### src/common/bridge_pkg.sv
// --------------------
// Shared widths, register map and control field layout
// --------------------
package bridge_pkg;

  // --------------------
  // Bus widths
  // --------------------
  localparam int ADDR_W = 32;
  localparam int DATA_W = 32;
  localparam int STRB_W = DATA_W / 8;

  // --------------------
  // Register map
  // --------------------
  // Word index taken from address bits 3:2
  localparam logic [1:0] REG_SCRATCH0 = 2'd0;
  localparam logic [1:0] REG_SCRATCH1 = 2'd1;
  localparam logic [1:0] REG_CTRL     = 2'd2;
  // Read-only, follows the event counter
  localparam logic [1:0] REG_COUNT    = 2'd3;

  // --------------------
  // Control register fields
  // --------------------
  // Counter enable
  localparam int CTRL_EN_BIT   = 0;

  // Step added per cycle while enabled
  localparam int CTRL_STEP_LSB = 8;
  localparam int CTRL_STEP_W   = 8;

  // Writable bits, everything else reads as zero
  localparam logic [DATA_W-1:0] CTRL_MASK = 32'h0000_ff01;

  // --------------------
  // Response codes
  // --------------------
  localparam logic [1:0] RESP_OKAY = 2'b00;

endpackage

### src/common/axil_if.sv
// --------------------
// AXI4-Lite channel bundle between bridge and register block
// --------------------
interface axil_if;

  // Write address and data
  logic                             awvalid;
  logic                             awready;
  logic [bridge_pkg::ADDR_W-1:0]    awaddr;
  logic                             wvalid;
  logic                             wready;
  logic [bridge_pkg::DATA_W-1:0]    wdata;
  logic [bridge_pkg::STRB_W-1:0]    wstrb;

  // Write response
  logic                             bvalid;
  logic                             bready;
  logic [1:0]                       bresp;

  // Read address and data
  logic                             arvalid;
  logic                             arready;
  logic [bridge_pkg::ADDR_W-1:0]    araddr;
  logic                             rvalid;
  logic                             rready;
  logic [bridge_pkg::DATA_W-1:0]    rdata;
  logic [1:0]                       rresp;

  modport master (
    output awvalid, awaddr, wvalid, wdata, wstrb, bready, arvalid, araddr, rready,
    input  awready, wready, bvalid, bresp, arready, rvalid, rdata, rresp
  );

  modport slave (
    input  awvalid, awaddr, wvalid, wdata, wstrb, bready, arvalid, araddr, rready,
    output awready, wready, bvalid, bresp, arready, rvalid, rdata, rresp
  );

endinterface

### src/hw/avmm_axil_bridge/avmm_axil_bridge.sv
// --------------------
// Avalon-MM to AXI4-Lite bridge, one command at a time
// with byte-lane alignment on the low address bits
// --------------------
module avmm_axil_bridge (
  input  logic                            aclk,
  input  logic                            aresetn,
  input  logic [bridge_pkg::ADDR_W-1:0]   avmm_address_i,
  input  logic [bridge_pkg::DATA_W-1:0]   avmm_writedata_i,
  input  logic [bridge_pkg::STRB_W-1:0]   avmm_byteenable_i,
  input  logic                            avmm_read_i,
  input  logic                            avmm_write_i,
  output logic [bridge_pkg::DATA_W-1:0]   avmm_readdata_o,
  output logic                            avmm_waitrequest_o,
  output logic                            avmm_readdata_valid_o,
  axil_if.master                          axil
);

  // --------------------
  // Lane alignment
  // --------------------
  function automatic logic [bridge_pkg::DATA_W-1:0] align_wdata(
    input logic [bridge_pkg::DATA_W-1:0] data,
    input logic [1:0]                    offset
  );
    return data << (8 * offset);
  endfunction

  function automatic logic [bridge_pkg::STRB_W-1:0] align_strb(
    input logic [bridge_pkg::STRB_W-1:0] be,
    input logic [1:0]                    offset
  );
    return be << offset;
  endfunction

  // Offset 1 keeps two bytes, offset 3 keeps one
  function automatic logic [bridge_pkg::DATA_W-1:0] align_rdata(
    input logic [bridge_pkg::DATA_W-1:0] data,
    input logic [1:0]                    offset
  );
    logic [bridge_pkg::DATA_W-1:0] result;
    case (offset)
      2'd0:    result = data;
      2'd1:    result = {16'b0, data[23:8]};
      2'd2:    result = {16'b0, data[31:16]};
      default: result = {24'b0, data[31:24]};
    endcase
    return result;
  endfunction

  // --------------------
  // Command acceptance
  // --------------------
  logic                            aw_valid_q;
  logic                            w_valid_q;
  logic                            ar_valid_q;
  logic                            wr_busy_q;
  logic                            rd_busy_q;
  logic                            resp_d1_q;
  logic                            wr_accept;
  logic                            rd_accept;
  logic [bridge_pkg::ADDR_W-1:0]   addr_q;
  logic [bridge_pkg::DATA_W-1:0]   wdata_q;
  logic [bridge_pkg::STRB_W-1:0]   wstrb_q;
  logic [1:0]                      rd_offset_q;

  // A response in the last cycle blocks the host for one more cycle
  assign wr_accept = avmm_write_i & ~avmm_waitrequest_o & ~resp_d1_q;
  assign rd_accept = avmm_read_i & ~avmm_write_i & ~avmm_waitrequest_o & ~resp_d1_q;

  always_ff @(posedge aclk or negedge aresetn) begin
    if (!aresetn) begin
      aw_valid_q <= 1'b0;
      w_valid_q  <= 1'b0;
      ar_valid_q <= 1'b0;
      wr_busy_q  <= 1'b0;
      rd_busy_q  <= 1'b0;
      resp_d1_q  <= 1'b0;
    end else begin
      resp_d1_q  <= axil.bvalid | axil.rvalid;
      aw_valid_q <= wr_accept | (aw_valid_q & ~axil.awready);
      w_valid_q  <= wr_accept | (w_valid_q & ~axil.wready);
      ar_valid_q <= rd_accept | (ar_valid_q & ~axil.arready);
      // Busy until the matching response shows up
      wr_busy_q  <= wr_accept | (wr_busy_q & ~axil.bvalid);
      rd_busy_q  <= rd_accept | (rd_busy_q & ~axil.rvalid);
    end
  end

  // Payload captured on acceptance, address shared by both directions
  always_ff @(posedge aclk) begin
    if (wr_accept | rd_accept) begin
      addr_q <= avmm_address_i;
    end
    if (wr_accept) begin
      wdata_q <= align_wdata(avmm_writedata_i, avmm_address_i[1:0]);
      wstrb_q <= align_strb(avmm_byteenable_i, avmm_address_i[1:0]);
    end
    if (rd_accept) begin
      rd_offset_q <= avmm_address_i[1:0];
    end
  end

  // --------------------
  // AXI4-Lite side
  // --------------------
  assign axil.awvalid = aw_valid_q;
  assign axil.awaddr  = addr_q;
  assign axil.wvalid  = w_valid_q;
  assign axil.wdata   = wdata_q;
  assign axil.wstrb   = wstrb_q;
  assign axil.arvalid = ar_valid_q;
  assign axil.araddr  = addr_q;
  // Never stall responses, bresp and rresp are not checked
  assign axil.bready  = 1'b1;
  assign axil.rready  = 1'b1;

  // --------------------
  // Avalon side
  // --------------------
  assign avmm_waitrequest_o    = wr_busy_q | rd_busy_q;
  assign avmm_readdata_valid_o = axil.rvalid & axil.rready;
  assign avmm_readdata_o       = align_rdata(axil.rdata, rd_offset_q);

  // New command only once the last one has fully drained
  a_accept_when_idle: assert property (
    @(posedge aclk) disable iff (!aresetn)
    (wr_accept | rd_accept) |->
      ~(aw_valid_q | w_valid_q | ar_valid_q | axil.bvalid | axil.rvalid)
  );

  a_awvalid_hold: assert property (
    @(posedge aclk) disable iff (!aresetn)
    (axil.awvalid & ~axil.awready) |=> axil.awvalid & $stable(axil.awaddr)
  );

endmodule

### src/hw/axil_regs/axil_regs.sv
// --------------------
// AXI4-Lite register block, scratch, control and count status
// --------------------
module axil_regs (
  input  logic                               aclk,
  input  logic                               aresetn,
  axil_if.slave                              axil,
  input  logic [bridge_pkg::DATA_W-1:0]      count_value_i,
  output logic                               count_en_o,
  output logic [bridge_pkg::CTRL_STEP_W-1:0] count_step_o
);

  // Byte-wise merge under the write strobe
  function automatic logic [bridge_pkg::DATA_W-1:0] merge_bytes(
    input logic [bridge_pkg::DATA_W-1:0] old_val,
    input logic [bridge_pkg::DATA_W-1:0] new_val,
    input logic [bridge_pkg::STRB_W-1:0] strb
  );
    logic [bridge_pkg::DATA_W-1:0] result;
    result = old_val;
    for (int i = 0; i < bridge_pkg::STRB_W; i++) begin
      if (strb[i]) begin
        result[8*i +: 8] = new_val[8*i +: 8];
      end
    end
    return result;
  endfunction

  logic [bridge_pkg::DATA_W-1:0] scratch0_q;
  logic [bridge_pkg::DATA_W-1:0] scratch1_q;
  logic [bridge_pkg::DATA_W-1:0] ctrl_q;
  logic [bridge_pkg::DATA_W-1:0] rdata_q;
  logic                          bvalid_q;
  logic                          rvalid_q;
  logic                          wr_fire;
  logic                          rd_fire;
  logic [1:0]                    wr_idx;
  logic [1:0]                    rd_idx;

  // --------------------
  // Write path
  // --------------------
  // AW and W taken together, only with no B outstanding
  assign wr_fire      = axil.awvalid & axil.wvalid & ~bvalid_q;
  assign axil.awready = wr_fire;
  assign axil.wready  = wr_fire;
  assign wr_idx       = axil.awaddr[3:2];

  always_ff @(posedge aclk or negedge aresetn) begin
    if (!aresetn) begin
      scratch0_q <= '0;
      scratch1_q <= '0;
      ctrl_q     <= '0;
      bvalid_q   <= 1'b0;
    end else begin
      if (wr_fire) begin
        bvalid_q <= 1'b1;
      end else if (axil.bready) begin
        bvalid_q <= 1'b0;
      end
      if (wr_fire) begin
        case (wr_idx)
          bridge_pkg::REG_SCRATCH0:
            scratch0_q <= merge_bytes(scratch0_q, axil.wdata, axil.wstrb);
          bridge_pkg::REG_SCRATCH1:
            scratch1_q <= merge_bytes(scratch1_q, axil.wdata, axil.wstrb);
          bridge_pkg::REG_CTRL:
            ctrl_q <= merge_bytes(ctrl_q, axil.wdata, axil.wstrb) & bridge_pkg::CTRL_MASK;
          // Count is read-only
          default: ;
        endcase
      end
    end
  end

  assign axil.bvalid = bvalid_q;
  assign axil.bresp  = bridge_pkg::RESP_OKAY;

  // --------------------
  // Read path
  // --------------------
  assign rd_fire      = axil.arvalid & ~rvalid_q;
  assign axil.arready = rd_fire;
  assign rd_idx       = axil.araddr[3:2];

  always_ff @(posedge aclk or negedge aresetn) begin
    if (!aresetn) begin
      rvalid_q <= 1'b0;
    end else if (rd_fire) begin
      rvalid_q <= 1'b1;
    end else if (axil.rready) begin
      rvalid_q <= 1'b0;
    end
  end

  always_ff @(posedge aclk) begin
    if (rd_fire) begin
      case (rd_idx)
        bridge_pkg::REG_SCRATCH0: rdata_q <= scratch0_q;
        bridge_pkg::REG_SCRATCH1: rdata_q <= scratch1_q;
        bridge_pkg::REG_CTRL:     rdata_q <= ctrl_q;
        default:                  rdata_q <= count_value_i;
      endcase
    end
  end

  assign axil.rvalid = rvalid_q;
  assign axil.rdata  = rdata_q;
  assign axil.rresp  = bridge_pkg::RESP_OKAY;

  // Counter controls
  assign count_en_o   = ctrl_q[bridge_pkg::CTRL_EN_BIT];
  assign count_step_o = ctrl_q[bridge_pkg::CTRL_STEP_LSB +: bridge_pkg::CTRL_STEP_W];

  a_bvalid_after_write: assert property (
    @(posedge aclk) disable iff (!aresetn)
    $rose(axil.bvalid) |-> $past(axil.awvalid & axil.awready & axil.wvalid & axil.wready)
  );

  a_rvalid_hold: assert property (
    @(posedge aclk) disable iff (!aresetn)
    (axil.rvalid & ~axil.rready) |=> axil.rvalid & $stable(axil.rdata)
  );

endmodule

### src/hw/axil_subsys_top.sv
// --------------------
// Peripheral top, Avalon-MM host port to registers and counter
// --------------------
module axil_subsys_top (
  input  logic                            aclk,
  input  logic                            aresetn,
  input  logic [bridge_pkg::ADDR_W-1:0]   avmm_address_i,
  input  logic [bridge_pkg::DATA_W-1:0]   avmm_writedata_i,
  input  logic [bridge_pkg::STRB_W-1:0]   avmm_byteenable_i,
  input  logic                            avmm_read_i,
  input  logic                            avmm_write_i,
  output logic [bridge_pkg::DATA_W-1:0]   avmm_readdata_o,
  output logic                            avmm_waitrequest_o,
  output logic                            avmm_readdata_valid_o
);

  logic                               count_en;
  logic [bridge_pkg::CTRL_STEP_W-1:0] count_step;
  logic [bridge_pkg::DATA_W-1:0]      count_value;

  // Internal AXI4-Lite link
  axil_if i_axil ();

  // --------------------
  // Bridge
  // --------------------
  avmm_axil_bridge i_bridge (
    .aclk                  (aclk),
    .aresetn               (aresetn),
    .avmm_address_i        (avmm_address_i),
    .avmm_writedata_i      (avmm_writedata_i),
    .avmm_byteenable_i     (avmm_byteenable_i),
    .avmm_read_i           (avmm_read_i),
    .avmm_write_i          (avmm_write_i),
    .avmm_readdata_o       (avmm_readdata_o),
    .avmm_waitrequest_o    (avmm_waitrequest_o),
    .avmm_readdata_valid_o (avmm_readdata_valid_o),
    .axil                  (i_axil.master)
  );

  // --------------------
  // Registers and counter
  // --------------------
  axil_regs i_regs (
    .aclk          (aclk),
    .aresetn       (aresetn),
    .axil          (i_axil.slave),
    .count_value_i (count_value),
    .count_en_o    (count_en),
    .count_step_o  (count_step)
  );

  event_counter i_counter (
    .aclk          (aclk),
    .aresetn       (aresetn),
    .count_en_i    (count_en),
    .count_step_i  (count_step),
    .count_value_o (count_value)
  );

endmodule

### src/hw/event_counter.sv
// --------------------
// Event counter, adds a step each cycle while enabled
// --------------------
module event_counter (
  input  logic                               aclk,
  input  logic                               aresetn,
  input  logic                               count_en_i,
  input  logic [bridge_pkg::CTRL_STEP_W-1:0] count_step_i,
  output logic [bridge_pkg::DATA_W-1:0]      count_value_o
);

  logic [bridge_pkg::DATA_W-1:0] count_q;
  logic [bridge_pkg::DATA_W-1:0] step_ext;

  // Step widened to the counter width
  assign step_ext = {{(bridge_pkg::DATA_W - bridge_pkg::CTRL_STEP_W){1'b0}}, count_step_i};

  // --------------------
  // Count register
  // --------------------
  // Wraps modulo 2^32, holds while disabled
  always_ff @(posedge aclk or negedge aresetn) begin
    if (!aresetn) begin
      count_q <= '0;
    end else if (count_en_i) begin
      count_q <= count_q + step_ext;
    end
  end

  assign count_value_o = count_q;

endmodule

### config.mk
export PLATFORM = sky130hd
export DESIGN_NAME = axil_subsys_top
export DESIGN_NICKNAME = d
export VERILOG_FILES = /design/src/common/bridge_pkg.sv /design/src/common/axil_if.sv /design/src/hw/avmm_axil_bridge/avmm_axil_bridge.sv /design/src/hw/axil_regs/axil_regs.sv /design/src/hw/axil_subsys_top.sv /design/src/hw/event_counter.sv
export SDC_FILE = /design/constraint.sdc
export NUM_CORES = 1
export LEC_CHECK = 0
export CAP_MARGIN = 40
export CORE_MARGIN = 1.5
export CORE_UTILIZATION = 28
export CTS_BUF_LIST = sky130_fd_sc_hd__clkbuf_8
export CTS_CLUSTER_DIAMETER = 150
export CTS_CLUSTER_SIZE = 10
export DETAILED_ROUTE_END_ITERATION = 10
export DONT_BUFFER_PORTS = 1
export SETUP_SLACK_MARGIN = 0.4
export SYNTH_ARGS = -nofsm -noshare
export SYNTH_HDL_FRONTEND = slang
export SYNTH_SLANG_ARGS = --single-unit
### constraint.sdc
create_clock -name aclk -period 3.7 [get_ports aclk]
set_input_delay 0.74 -clock aclk [delete_from_list [all_inputs] [get_ports aclk]]
set_output_delay 0.74 -clock aclk [all_outputs]
set_load 0.01 [all_outputs]
==> Word level (Yosys, flattened, before mapping) <==
Index checks and enable logic that the tools add are counted.
{ "word_totals": {"ff_bits": 187, "inputBits": 72} }
{ "op_classes": {"n_bitwise": 28, "n_reduce_logical": 12, "addsub": 1, "mux": 4, "eq_ne": 4, "shift": 2} }
{ "op_table": {"columns": ["op", "count"], "rows": [
  ["$pmux W32 S3", 2],
  ["$add A32 B8 Y32", 1],
  ["$shl A32 B5 Y32", 1],
  ["$reduce_and A3 Y1", 10],
  ["$and A1 B1 Y1", 13],
  ["$or A1 B1 Y1", 8],
  ["$not A1 Y1", 7],
  ["$eq A2 B1 Y1 const B", 2],
  ["$eq A2 B2 Y1 const B", 2],
  ["$logic_not A2 Y1", 2],
  ["$shl A4 B2 Y4", 1],
  ["$mux W1", 2]
]} }

==> Depth between registers and ports, before layout <==
Gate-level depths: netlist of run 1.
{ "logic_depth": {"ltp_word": 5, "ltp_mapped": 8, "ltp_nobuf": 7} }

==> Modules after synthesis <==
Synthesis of run 1 repeated with hierarchy kept, for this count alone.
{ "unflattened": {"hier_cells": 713, "hier_area_um2": 10266.1} }
{ "modules_own_cells": {"columns": ["mod", "n_inst", "area_per_inst_um2", "cells_per_inst"], "rows": [
  ["axil_regs", 1, 4752.1, 300],
  ["avmm_axil_bridge", 1, 3708.6, 249],
  ["event_counter", 1, 1805.5, 164]
]} }

==> Worst setup path after synthesis of run 1 <==
OpenSTA, ideal clock, no wires.
{ "synth_timing": {"kind": "register to register", "from": "reg i_regs.rvalid_q, in the netlist i_regs.axil.rvalid", "to": "reg i_regs.rdata_q, in the netlist i_regs.axil.rdata[0] (enable)", "path_buffers": 0, "setup_slack_ns": 1.357, "synth_period_minus_slack_ns": 2.343, "setup_time_ns": 0.426, "t_arrival_ns": 1.917, "stages_incl_launch_ff": 2, "path_cell_list": "dfrtp_1 nor2b_1"} }
{ "synth_via": {"elab_chain_cells": 2} }
{ "synth_lines": {"columns": ["element", "line", "text"], "rows": [
  ["start, declared", "axil_regs.sv:34", "logic rvalid_q;"],
  ["start signal, assigned", "axil_regs.sv:88", "rvalid_q <= 1'b0;"],
  ["start signal, assigned", "axil_regs.sv:90", "rvalid_q <= 1'b1;"],
  ["start signal, assigned", "axil_regs.sv:92", "rvalid_q <= 1'b0;"],
  ["$not A1 Y1", "axil_regs.sv:82", "assign rd_fire = axil.arvalid & ~rvalid_q;"],
  ["$and A1 B1 Y1", "axil_regs.sv:82", null],
  ["net i_axil.arready", "axil_if.sv:22", "logic arready;"],
  ["end signal, assigned", "axil_regs.sv:99", "bridge_pkg::REG_SCRATCH0: rdata_q <= scratch0_q;"],
  ["end signal, assigned", "axil_regs.sv:100", "bridge_pkg::REG_SCRATCH1: rdata_q <= scratch1_q;"],
  ["end signal, assigned", "axil_regs.sv:101", "bridge_pkg::REG_CTRL: rdata_q <= ctrl_q;"],
  ["end, declared", "axil_regs.sv:32", "logic [bridge_pkg::DATA_W-1:0] rdata_q;"]
]} }
The timed path passes the listed nets, and every way through them passes these cells.
A chain may end at the register's enable or synchronous reset.

==> Final worst setup path of run 1 <==
{ "layout_timing": {"from": "reg i_bridge.rd_offset_q[1]", "to": "out avmm_readdata_o[14] in the netlist's numbering"} }
{ "layout_via": {"elab_chain_cells": 2, "word_cells_on_any_way": 4, "classes_between": "2 x eq/ne; 1 x mux; 1 x reduce/logical"} }
{ "layout_lines": {"columns": ["element", "line", "text"], "rows": [
  ["start, declared", "avmm_axil_bridge.sv:65", "logic [1:0] rd_offset_q;"],
  ["start signal, assigned", "avmm_axil_bridge.sv:100", "rd_offset_q <= avmm_address_i[1:0];"],
  ["$eq A2 B2 Y1 (tied with other cells)", "avmm_axil_bridge.sv:42", "case (offset)"],
  ["$pmux W32 S3 *", "avmm_axil_bridge.sv:42", null],
  ["end, declared", "axil_subsys_top.sv:12", "output logic [bridge_pkg::DATA_W-1:0] avmm_readdata_o,"]
]} }
Every way passes the cells marked *; elsewhere a longest branch is shown, timed or not.

==> impl_metrics.ini, run 1 <==
[finish]
diodes = 0
multiInputGateArea_sq_um = 3552
nets = 731
nFillCells = 3015
instances_no_fill = 1059
drive_gt1_frac = 0.2383
seqCellArea_sq_um = 4990
area_growth_syn_to_layout_pct = 10.15

[die]
core_area_sq_um = 30670
die_area_sq_um = 32270
row_count = 64
start_util = 0.2848
die_h_microns = 179.6
die_x_microns = 179.6
io_pins = 106

[place]
dp_hpwl_microns = 14420
dp_cells = 1026
portBuffers = 0
gp_congestion = 0.7914

[worst_setup_path]
max_stage_delay_ns = 0.80
r2r_slack_ns = 1.28
rr_worst_depth = 8
crit_arrival_ns = 2.14
crit_type = register to output pin
critPathSlowestCell = edfxtp_1
rr_startpoint = i_regs.ctrl_q[8]$_DFFE_PN0P_
cp.required_ns = 2.96
cp-start-kind = register
path_cells = nor2b_1 -> nand2_1 -> o21ai_0
cp_max_fo = 18
cp-end-kind = output pin
worstReg2RegEnd = i_counter.count_value_o[18]$_DFFE_PN0P_
cp-endpoint = avmm_readdata_o[14]
startpoint = i_bridge.rd_offset_q[1]$_DFFE_PP_

[global_routing]
grt_pass1_wl_microns = 30620
busiest_layer = met1
use_met2 = 0.1722
grt_pass1_vias = 5141
grtUsageMet3 = 0.02715
overflow = 0
antenna_found_initial = 0
grt_use_met1 = 0.1940
grt_util_all_layers = 0.1250
grt_max_degree = 114

[clock_network]
cts_setup_buffers = 0
clk_latency_ns = 0.47
clockBufferDepth = 2
htreeDepth = 4
clk_pin_slew_worst_paths_ns = 0.11
cts_root_buf = clkbuf_8
cts_tree = done
cts.sinks = 185
cts_made_buffers = 17

[detailed_routing]
vias = 5066
drt_iter0_markers = 336
drtPass1Iterations = 4
viasPerCell = 4.784
drt-total-wl_microns = 19820
drc_errors = 0
ant_nets = 0
wl_per_cell_microns = 18.72

[timing]
hold_violations = 0
period_needed_ns = 2.882
worst_slew_pin_slew_ns = 0.6833
max_clock_freq_mhz = 347.0
drv_slew = 0
setup_viol = 0
finalCritPeriodShare = 0.7790
rsz0062_at_grt = no
slew_headroom = 0.5444
fin_setup_tns_ns = 0
skew_ns = 0.01516

[power_and_ir_drop]
p_per_area_nw_per_um2 = 687.0
p_leak_nw = 3.852
peakVddDrop_uv = 287.2

[synth]
netlist_area_sq_um = 8736
syn-num-nets = 735
ys_seq_area_frac = 0.5712
synth-seq-cells = 185
async_flop_share = 0.6108
dominantRegCellSynth = dfrtp_1
synth_edf_count = 72
synth_cells = 654
ys_warn_count = 0
yosysUniqueCellTypes = 54
syn-mean-instance-area_sq_um = 13.36

[hold_path]
hold_class = primary input to async pin

[run]
cap_violations = 0

[status]
outcome = finished, final reports clean
-- worst max-delay path: cells and delay by family, from the launching register on --
family          cells  cell delay (ns)
flops               1             0.80
compound gates      1             0.21
simple gates        2             0.67
-- how the worst min path moves through the flow --
stage | cells past startpoint | slack, ns | end | start
final | 1 | 0.18 | i_regs.axil.rvalid$_DFF_PN0_ | aresetn
after global routing | 1 | 0.17 | i_bridge.wr_busy_q$_DFF_PN0_ | aresetn
after CTS | 1 | 0.20 | i_bridge.rd_busy_q$_DFF_PN0_ | aresetn
after detailed placement | 0 | 0.45 | i_bridge.rd_busy_q$_DFF_PN0_ | aresetn
after global placement | 0 | 0.45 | i_bridge.rd_busy_q$_DFF_PN0_ | aresetn
after floorplan | 0 | 0.44 | i_bridge.axil.arvalid$_DFF_PN0_ | aresetn
-- repair_timing --
item | in CTS | in global routing
hold endpoints to repair | 113 | 0
resized for setup | 0 | 0
hold buffers | 1 | 0
-- metal layers --
| layer | share of wire | up-vias |
|---|---|---|
| met1 | 0.52 | 2543 |
| li1 | - | 2391 |
| met5 | 0 | - |
| met2 | 0.42 | 121 |
| met3 | 0.054 | 11 |
| met4 | 0.0090 | 0 |
-- registers in the layout (all words and copies together), names as in the netlist --
signal / cells
i_bridge.axil.wvalid: 1
i_bridge.axil.araddr: 2
i_bridge.rd_busy_q: 1
i_bridge.axil.wdata: 32
i_bridge.wr_busy_q: 1
i_bridge.axil.wstrb: 4
i_regs.axil.bvalid: 1
i_bridge.axil.awvalid: 1
i_counter.count_value_o: 32
i_bridge.resp_d1_q: 1
i_regs.axil.rdata: 32
i_regs.axil.rvalid: 1
i_bridge.rd_offset_q: 2
i_regs.scratch0_q: 32
i_bridge.axil.arvalid: 1
i_regs.ctrl_q: 9
i_regs.scratch1_q: 32
-- power breakdown --
group / leakage, nW / switching, mW / internal [mW]
sequential: 2.12 / 0.401 / 2.83
combinational: 1.52 / 1.03 / 0.925
clock: 0.213 / 0.838 / 0.586
total: 3.85 / 2.27 / 4.34
-- synthesized netlist by cell type (all sizes together) (5+ instances only) --
library cell	number	share of area
dfrtp	113	0.32
nor2	16	0.0069
nand4	8	0.0057
a21oi	15	0.0086
and3	5	0.0044
buf	16	0.011
nor2b	12	0.0086
o22ai	6	0.0043
and2	29	0.021
ha	8	0.011
a211oi	10	0.0092
and4	5	0.0053
mux4	17	0.044
clkbuf	18	0.0082
nand2	57	0.027
mux2	78	0.10
nand3	9	0.0052
xnor2	27	0.027
mux2i	49	0.056
o21ai	46	0.027
inv	8	0.0034
o211ai	6	0.0052
edfxtp	72	0.25
-- cell families (layout without fill, tap and decap cells) --
logic type,Yosys count,count (layout),synth area share
DFF,185,185,0.5712
adders and majority gates,9,9,0.01375
muxes,144,144,0.2009
and+or+nand+nor,151,151,0.09639
AOI/OAI and AO/OA,94,94,0.06617
xor gates and xnor gates,29,29,0.02908
buffers and inverters,42,51,0.02249
-- through the flow --
step	power (mW)	instance area, sq um	utilization	worst slack, ns	hold slack [ns]
finish	6.611	9623	0.3138	0.8178	0.1833
global route	6.999	9623	0.3138	0.6090	0.1730
CTS	6.651	9623	0.3138	0.8034	0.2038
detailed placement	5.196	9170	0.2990	1.304	0.4505
global placement	5.111	9120	0.2974	1.175	0.4516
floorplan	4.590	8736	-	1.357	0.4425
-- placed cells by master, fill, tap and decap left out, drive strengths merged, types with 8 or more instances in the layout --
| cell type | instances |
|---|---|
| inv | 17 |
| nor2b | 12 |
| nor2 | 16 |
| nand4 | 8 |
| and2 | 29 |
| ha | 8 |
| mux4 | 17 |
| a21oi | 15 |
| a211oi | 10 |
| edfxtp | 72 |
| nand3 | 9 |
| dfrtp | 113 |
| nand2 | 57 |
| xnor2 | 27 |
| buf | 11 |
| mux2i | 49 |
| clkbuf | 17 |
| mux2 | 78 |
| o21ai | 46 |
-- area by class of cell --
class	instances	share of cell area
clock buffer	17	0.02431
clock inverter	15	0.01989
inverter	8	0.003121
multi-input combinational	427	0.3691
sequential	185	0.5185
tap	396	0.05149
timing repair buffer	11	0.01352
Power figures use the tool's default switching activity.
==> run 2, diff against run 1 <==
Clock period 3.7 ns to 2.5 ns, I/O delays scaled along.
==> impl_metrics.ini, run 2 (synthesis gave the netlist of run 1 again) <==
[status]
outcome = finished, violations left
violations = hold timing

[detailed_routing]
viasPerCell = 4.844
drtPass1Iterations = 4
vias = 5217
ant_nets = 0
drt-total-wl_microns = 20590
drc_errors = 0
wl_per_cell_microns = 19.12
drt_iter0_markers = 332

[power_and_ir_drop]
clkPwrFrac = 0.205
p_leak_nw = 3.960
p_sw_frac = 0.3499
peakVddDrop_uv = 380.4
power.internal_mw = 6.481
power.switching_mw = 3.488
p_per_area_nw_per_um2 = 1012
pwr-share-seq = 0.484
share_comb_of_total_power = 0.311

[timing]
drv_slew = 0
finalCritPeriodShare = 0.8841
max_clock_freq_mhz = 452.5
rsz0062_at_grt = yes
worst_slew_pin_slew_ns = 0.5460
fin_setup_tns_ns = 0
hold_violations = 113
skew_ns = 0.02008
period_needed_ns = 2.210
whs_ns = -0.2949
slew_headroom = 0.6360
setup_viol = 0

[worst_setup_path]
cp-start-kind = register
crit_arrival_ns = 1.71
crit_buf_inv = 4
max_stage_delay_ns = 0.39
cp-end-kind = output pin
crit_family = buffers and inverters
crit_type = register to output pin
cp_max_fo = 8
r2r_slack_ns = 0.41
critPathSlowestCell = edfxtp_1
rr_startpoint = i_regs.ctrl_q[11]$_DFFE_PN0P_
path_cells = buf_6 -> buf_6 -> nor2b_1 -> buf_4 -> nand2_1 -> o21ai_1 -> buf_4
worstReg2RegEnd = i_counter.count_value_o[17]$_DFFE_PN0P_
rr_worst_depth = 6
cp.required_ns = 2.00

[run]
cap_violations = 0

[die]
io_pins = 106
die_h_microns = 179.6
row_count = 64
core_area_sq_um = 30670
start_util = 0.2848
die_area_sq_um = 32270
die_x_microns = 179.6

[finish]
nets = 749
mostFrequentLayoutCell = dfrtp_1
drive_gt1_frac = 0.2790
diodes = 0
area_growth_syn_to_layout_pct = 12.79
final_cell_mix = 113 x dfrtp_1, 76 x mux2_2, 72 x edfxtp_1, 49 x mux2i_1, 48 x nand2_1
fin_util = 0.3213
nFillCells = 3063

[clock_network]
cts_root_buf = clkbuf_8
clk_latency_ns = 0.48
cts_tree = done
clockBufferDepth = 2
cts_made_buffers = 17
cts.sinks = 185
htreeDepth = 4
clk_pin_slew_worst_paths_ns = 0.11

[global_routing]
antenna_found_initial = 1
grt_pass1_vias = 5115
grt_util_all_layers = 0.1258
grt_pass1_wl_microns = 31020
overflow = 0
grt_max_degree = 114

[place]
dp_hpwl_microns = 14520
gp_congestion = 0.8061
portBuffers = 0

[hold_path]
hold_class = primary input to async pin
[run 2: cell types whose count changed in the layout (fill, tap and decap cells not counted), sizes merged]
cell	previous run	this run
buf	11	26
bufinv	1	0
clkbuf	17	19
clkinv	4	8
clkinvlp	1	0
inv	17	15
o2111a	1	2
[run 2: power by group through the flow]
stage / logic [mW] / clock network [mW] / registers [mW]
floorplan: 2.20 / 0 / 4.60
global placement: 2.78 / 0 / 4.85
detailed placement: 2.83 / 0 / 4.89
CTS: 2.87 / 2.11 / 4.82
global route: 3.38 / 2.23 / 4.94
finish: 3.10 / 2.05 / 4.82
[run 2: final cells by class]
type | count | area [sq um] | share of cell area
clock buffer | 17 | 234.0 | 0.02375
inverter | 8 | 30.03 | 0.003048
clock inverter | 15 | 191.4 | 0.01943
timing repair buffer | 28 | 286.5 | 0.02908
multi-input combinational | 428 | 3626 | 0.3680
sequential | 185 | 4990 | 0.5064
tap | 396 | 495.5 | 0.05029
[run 2: worst max-delay path by stage]
stage	startpoint	endpoint	slack (ns)	cells past startpoint
final	i_bridge.rd_offset_q[0]$_DFFE_PP_	avmm_readdata_o[14]	0.29	7
after global routing	i_bridge.rd_offset_q[1]$_DFFE_PP_	avmm_readdata_o[21]	0.24	4
after detailed placement	i_regs.ctrl_q[8]$_DFFE_PN0P_	i_counter.count_value_o[30]$_DFFE_PN0P_	0.27	8
after CTS	i_bridge.rd_offset_q[0]$_DFFE_PP_	avmm_readdata_o[6]	0.25	2
after floorplan	i_regs.ctrl_q[8]$_DFFE_PN0P_	i_counter.count_value_o[10]$_DFFE_PN0P_	0.46	8
after global placement	i_regs.ctrl_q[8]$_DFFE_PN0P_	i_counter.count_value_o[28]$_DFFE_PN0P_	0.29	8
[run 2: what timing repair did]
action                                  in CTS  in global routing
resized for setup                           21                 18
pin swaps                                    1                  1
cloned                                       0                  5
endpoints found under the hold margin      113                113
setup buffers                                0                  9
endpoints found under the setup margin      54                 46
[run 2: routing by layer]
layer,GRT usage,vias to the layer above,part of all wire
met4,0.03100,0,0.0083
met3,0.03140,12,0.059
met5,0,-,0
met1,0.1975,2621,0.51
met2,0.1694,140,0.42
li1,-,2444,-
[run 2: worst reg2reg max path, stage by stage (launching register included)]
cell and delay (ns):
dfrtp_1 0.44, ha_1 0.39, o211ai_1 0.13, o21ai_2 0.29
o2111a_1 0.41, o21ai_0 0.17, xnor2_1 0.15
[run 2: per-stage QoR]
stage                     cell area [sq um]  total power, mW  hold WS (ns)  setup WS [ns]  instances
after CTS                              9658            9.798       -0.3243         0.2493       1063
after floorplan                        8738            6.793        0.2044         0.4625        654
final                                  9853            9.969       -0.2949         0.2898       1077
after global placement                 9193            7.627        0.2107         0.2926       1031
after global routing                   9853            10.55       -0.3332         0.2442       1077
after detailed placement               9193            7.720        0.2107         0.2722       1031
==> run 3, diff against run 2 <==
Settings changed: ABC_AREA set to 1.
==> impl_metrics.ini, run 3 <==
[detailed_routing]
ant_nets = 0
drtPass1Iterations = 6
wl_per_cell_microns = 17.03
viasPerCell = 4.840
drt_iter0_markers = 610
drt-total-wl_microns = 24870
drc_errors = 0
vias = 7066

[synth]
synth-seq-cells = 185
syn-num-nets = 1115
syn-mean-instance-area_sq_um = 8.738
ys_seq_area_frac = 0.5523
ys_top_cells_by_area = dfrtp_1 31%, edfxtp_1 24%, nand2_1 12%
synth_common_cells = 284 x nand2_1, 145 x inv_1, 113 x dfrtp_1
synth_edf_count = 72
synth_most_common_cell = nand2_1
netlist_area_sq_um = 9035
synth.top_cell.area_share = 0.3130
yosysUniqueCellTypes = 37
dominantRegCellSynth = dfrtp_1
synth_cells = 1034
async_flop_share = 0.6108
synth_top_cell_by_area = dfrtp_1
ys_warn_count = 0

[die]
io_pins = 106
die_area_sq_um = 33350
start_util = 0.2856
row_count = 65
die_x_microns = 182.6
die_h_microns = 182.6
core_area_sq_um = 31640

[global_routing]
grt_max_degree = 114
grt_pass1_vias = 6759
grt_pass1_wl_microns = 39050
overflow = 0
grt_util_all_layers = 0.1542
antenna_found_initial = 0

[run]
cap_violations = 0

[place]
gp_congestion = 0.9208
portBuffers = 0
dp_hpwl_microns = 18280

[clock_network]
clockBufferDepth = 2
cts.sinks = 185
clk_pin_slew_worst_paths_ns = 0.10
cts_made_buffers = 17
htreeDepth = 4
cts_tree = done
clk_latency_ns = 0.48
cts_root_buf = clkbuf_8

[hold_path]
hold_class = primary input to async pin

[worst_setup_path]
r2r_slack_ns = 0.54
cp-end-kind = output pin
cp-start-kind = register
crit_arrival_ns = 1.84
cp_max_fo = 4
worstReg2RegEnd = i_regs.axil.rdata[4]$_DFFE_PP_
cp.required_ns = 2.00
rr_worst_depth = 4
crit_type = register to output pin
rr_startpoint = i_bridge.axil.araddr[3]$_DFFE_PP_

[finish]
final_cell_mix = 282 x nand2_1, 142 x inv_1, 113 x dfrtp_1, 104 x o21ai_0, 72 x edfxtp_1
mostFrequentLayoutCell = nand2_1
nets = 1126
diodes = 0
area_growth_syn_to_layout_pct = 14.86
drive_gt1_frac = 0.1134

[timing]
skew_ns = 0.01978
fin_setup_tns_ns = 0
setup_viol = 0
hold_violations = 113
finalCritPeriodShare = 0.9369
rsz0062_at_grt = yes
drv_slew = 0
worst_slew_pin_slew_ns = 0.6605
max_clock_freq_mhz = 426.9
whs_ns = -0.2854
period_needed_ns = 2.342
slew_headroom = 0.5597

[status]
outcome = finished, violations left
violations = hold timing

[power_and_ir_drop]
p_leak_nw = 4.399
peakVddDrop_uv = 324.2
total_power_mw = 9.499
p_per_area_nw_per_um2 = 915.3
-- run 3: cell count changes after synthesis, moves of 43 or more --
cell,before,now
nand2_1,49,284
inv_1,8,145
mux2_2,76,0
o21ai_0,45,111
mux2i_1,49,5
nor2_1,16,59
-- run 3: worst max-delay path: stages, from the launching register on --
cell and delay [ns]:
edfxtp_1 0.46, buf_4 0.17, nor2_4 0.14, clkinvlp_4 0.13, buf_4 0.15, o22ai_2 0.11, a21oi_1 0.06, o21ai_1 0.15
-- run 3: per-stage QoR --
step                      hold WS, ns  setup WS, ns  area, sq um  std cells  utilization
final                         -0.2854        0.1577        10380       1460       0.3280
after global routing          -0.3224       0.07189        10380       1460       0.3280
after CTS                     -0.3187        0.1657        10220       1455       0.3232
after detailed placement       0.2179        0.3172         9540       1418       0.3016
after global placement         0.2179        0.3795         9540       1418       0.3016
after floorplan                0.2044        0.6673         9045       1034            -
-- run 3: how the worst max path moves through the flow --
stage | from | endpoint | slack, ns | cells past startpoint
2_1_floorplan | i_bridge.rd_busy_q$_DFF_PN0_ | i_bridge.axil.araddr[2]$_DFFE_PP_ | 0.67 | 7
6_report | i_bridge.rd_offset_q[0]$_DFFE_PP_ | avmm_readdata_o[6] | 0.16 | 7
5_1_grt | i_bridge.rd_offset_q[0]$_DFFE_PP_ | avmm_readdata_o[6] | 0.07 | 7
4_1_cts | i_bridge.rd_offset_q[0]$_DFFE_PP_ | avmm_readdata_o[2] | 0.17 | 6
3_5_place_dp | i_bridge.rd_offset_q[0]$_DFFE_PP_ | avmm_readdata_o[1] | 0.32 | 5
3_3_place_gp | i_bridge.rd_offset_q[0]$_DFFE_PP_ | avmm_readdata_o[2] | 0.38 | 5
-- run 3: kinds of logic after synthesis --
logic type	synth area share
muxes	0.005540
adders and majority gates	0.01330
buffers and inverters	0.07963
DFF	0.5523
AOI/OAI and AO/OA	0.1316
and+or+nand+nor	0.2061
xor gates and xnor gates	0.01163
-- run 3: timing repair --
item	in CTS	in global routing
setup buffers	4	5
setup endpoints to repair	32	37
gates resized for setup	55	28
hold endpoints to repair	113	113
pin swaps	2	1
gates cloned	1	0
-- run 3: area by class of cell --
class	instances	area [sq um]
well taps	402	503.0
repair buffers	28	282.8
fillers	3290	21260
multi-input cells	666	3649
clock inverters	14	147.6
inverters	147	558.0
flip-flops and latches	185	4990
clock buffers	18	247.7
-- run 3: layer usage --
metal | track usage | vias up | wire, microns
met3 | 0.04350 | 23 | 2064
met1 | 0.2274 | 3345 | 12070
li1 | - | 3445 | -
met5 | 0 | - | 0
met2 | 0.2185 | 253 | 10430
met4 | 0.04264 | 0 | 307
-- run 3: power by group --
group	leakage, nW	internal (mW)	total, mW	switching (mW)
registers	2.14	4.11	4.66	0.545
logic	2.06	0.932	2.80	1.87
clock network	0.197	0.853	2.04	1.19
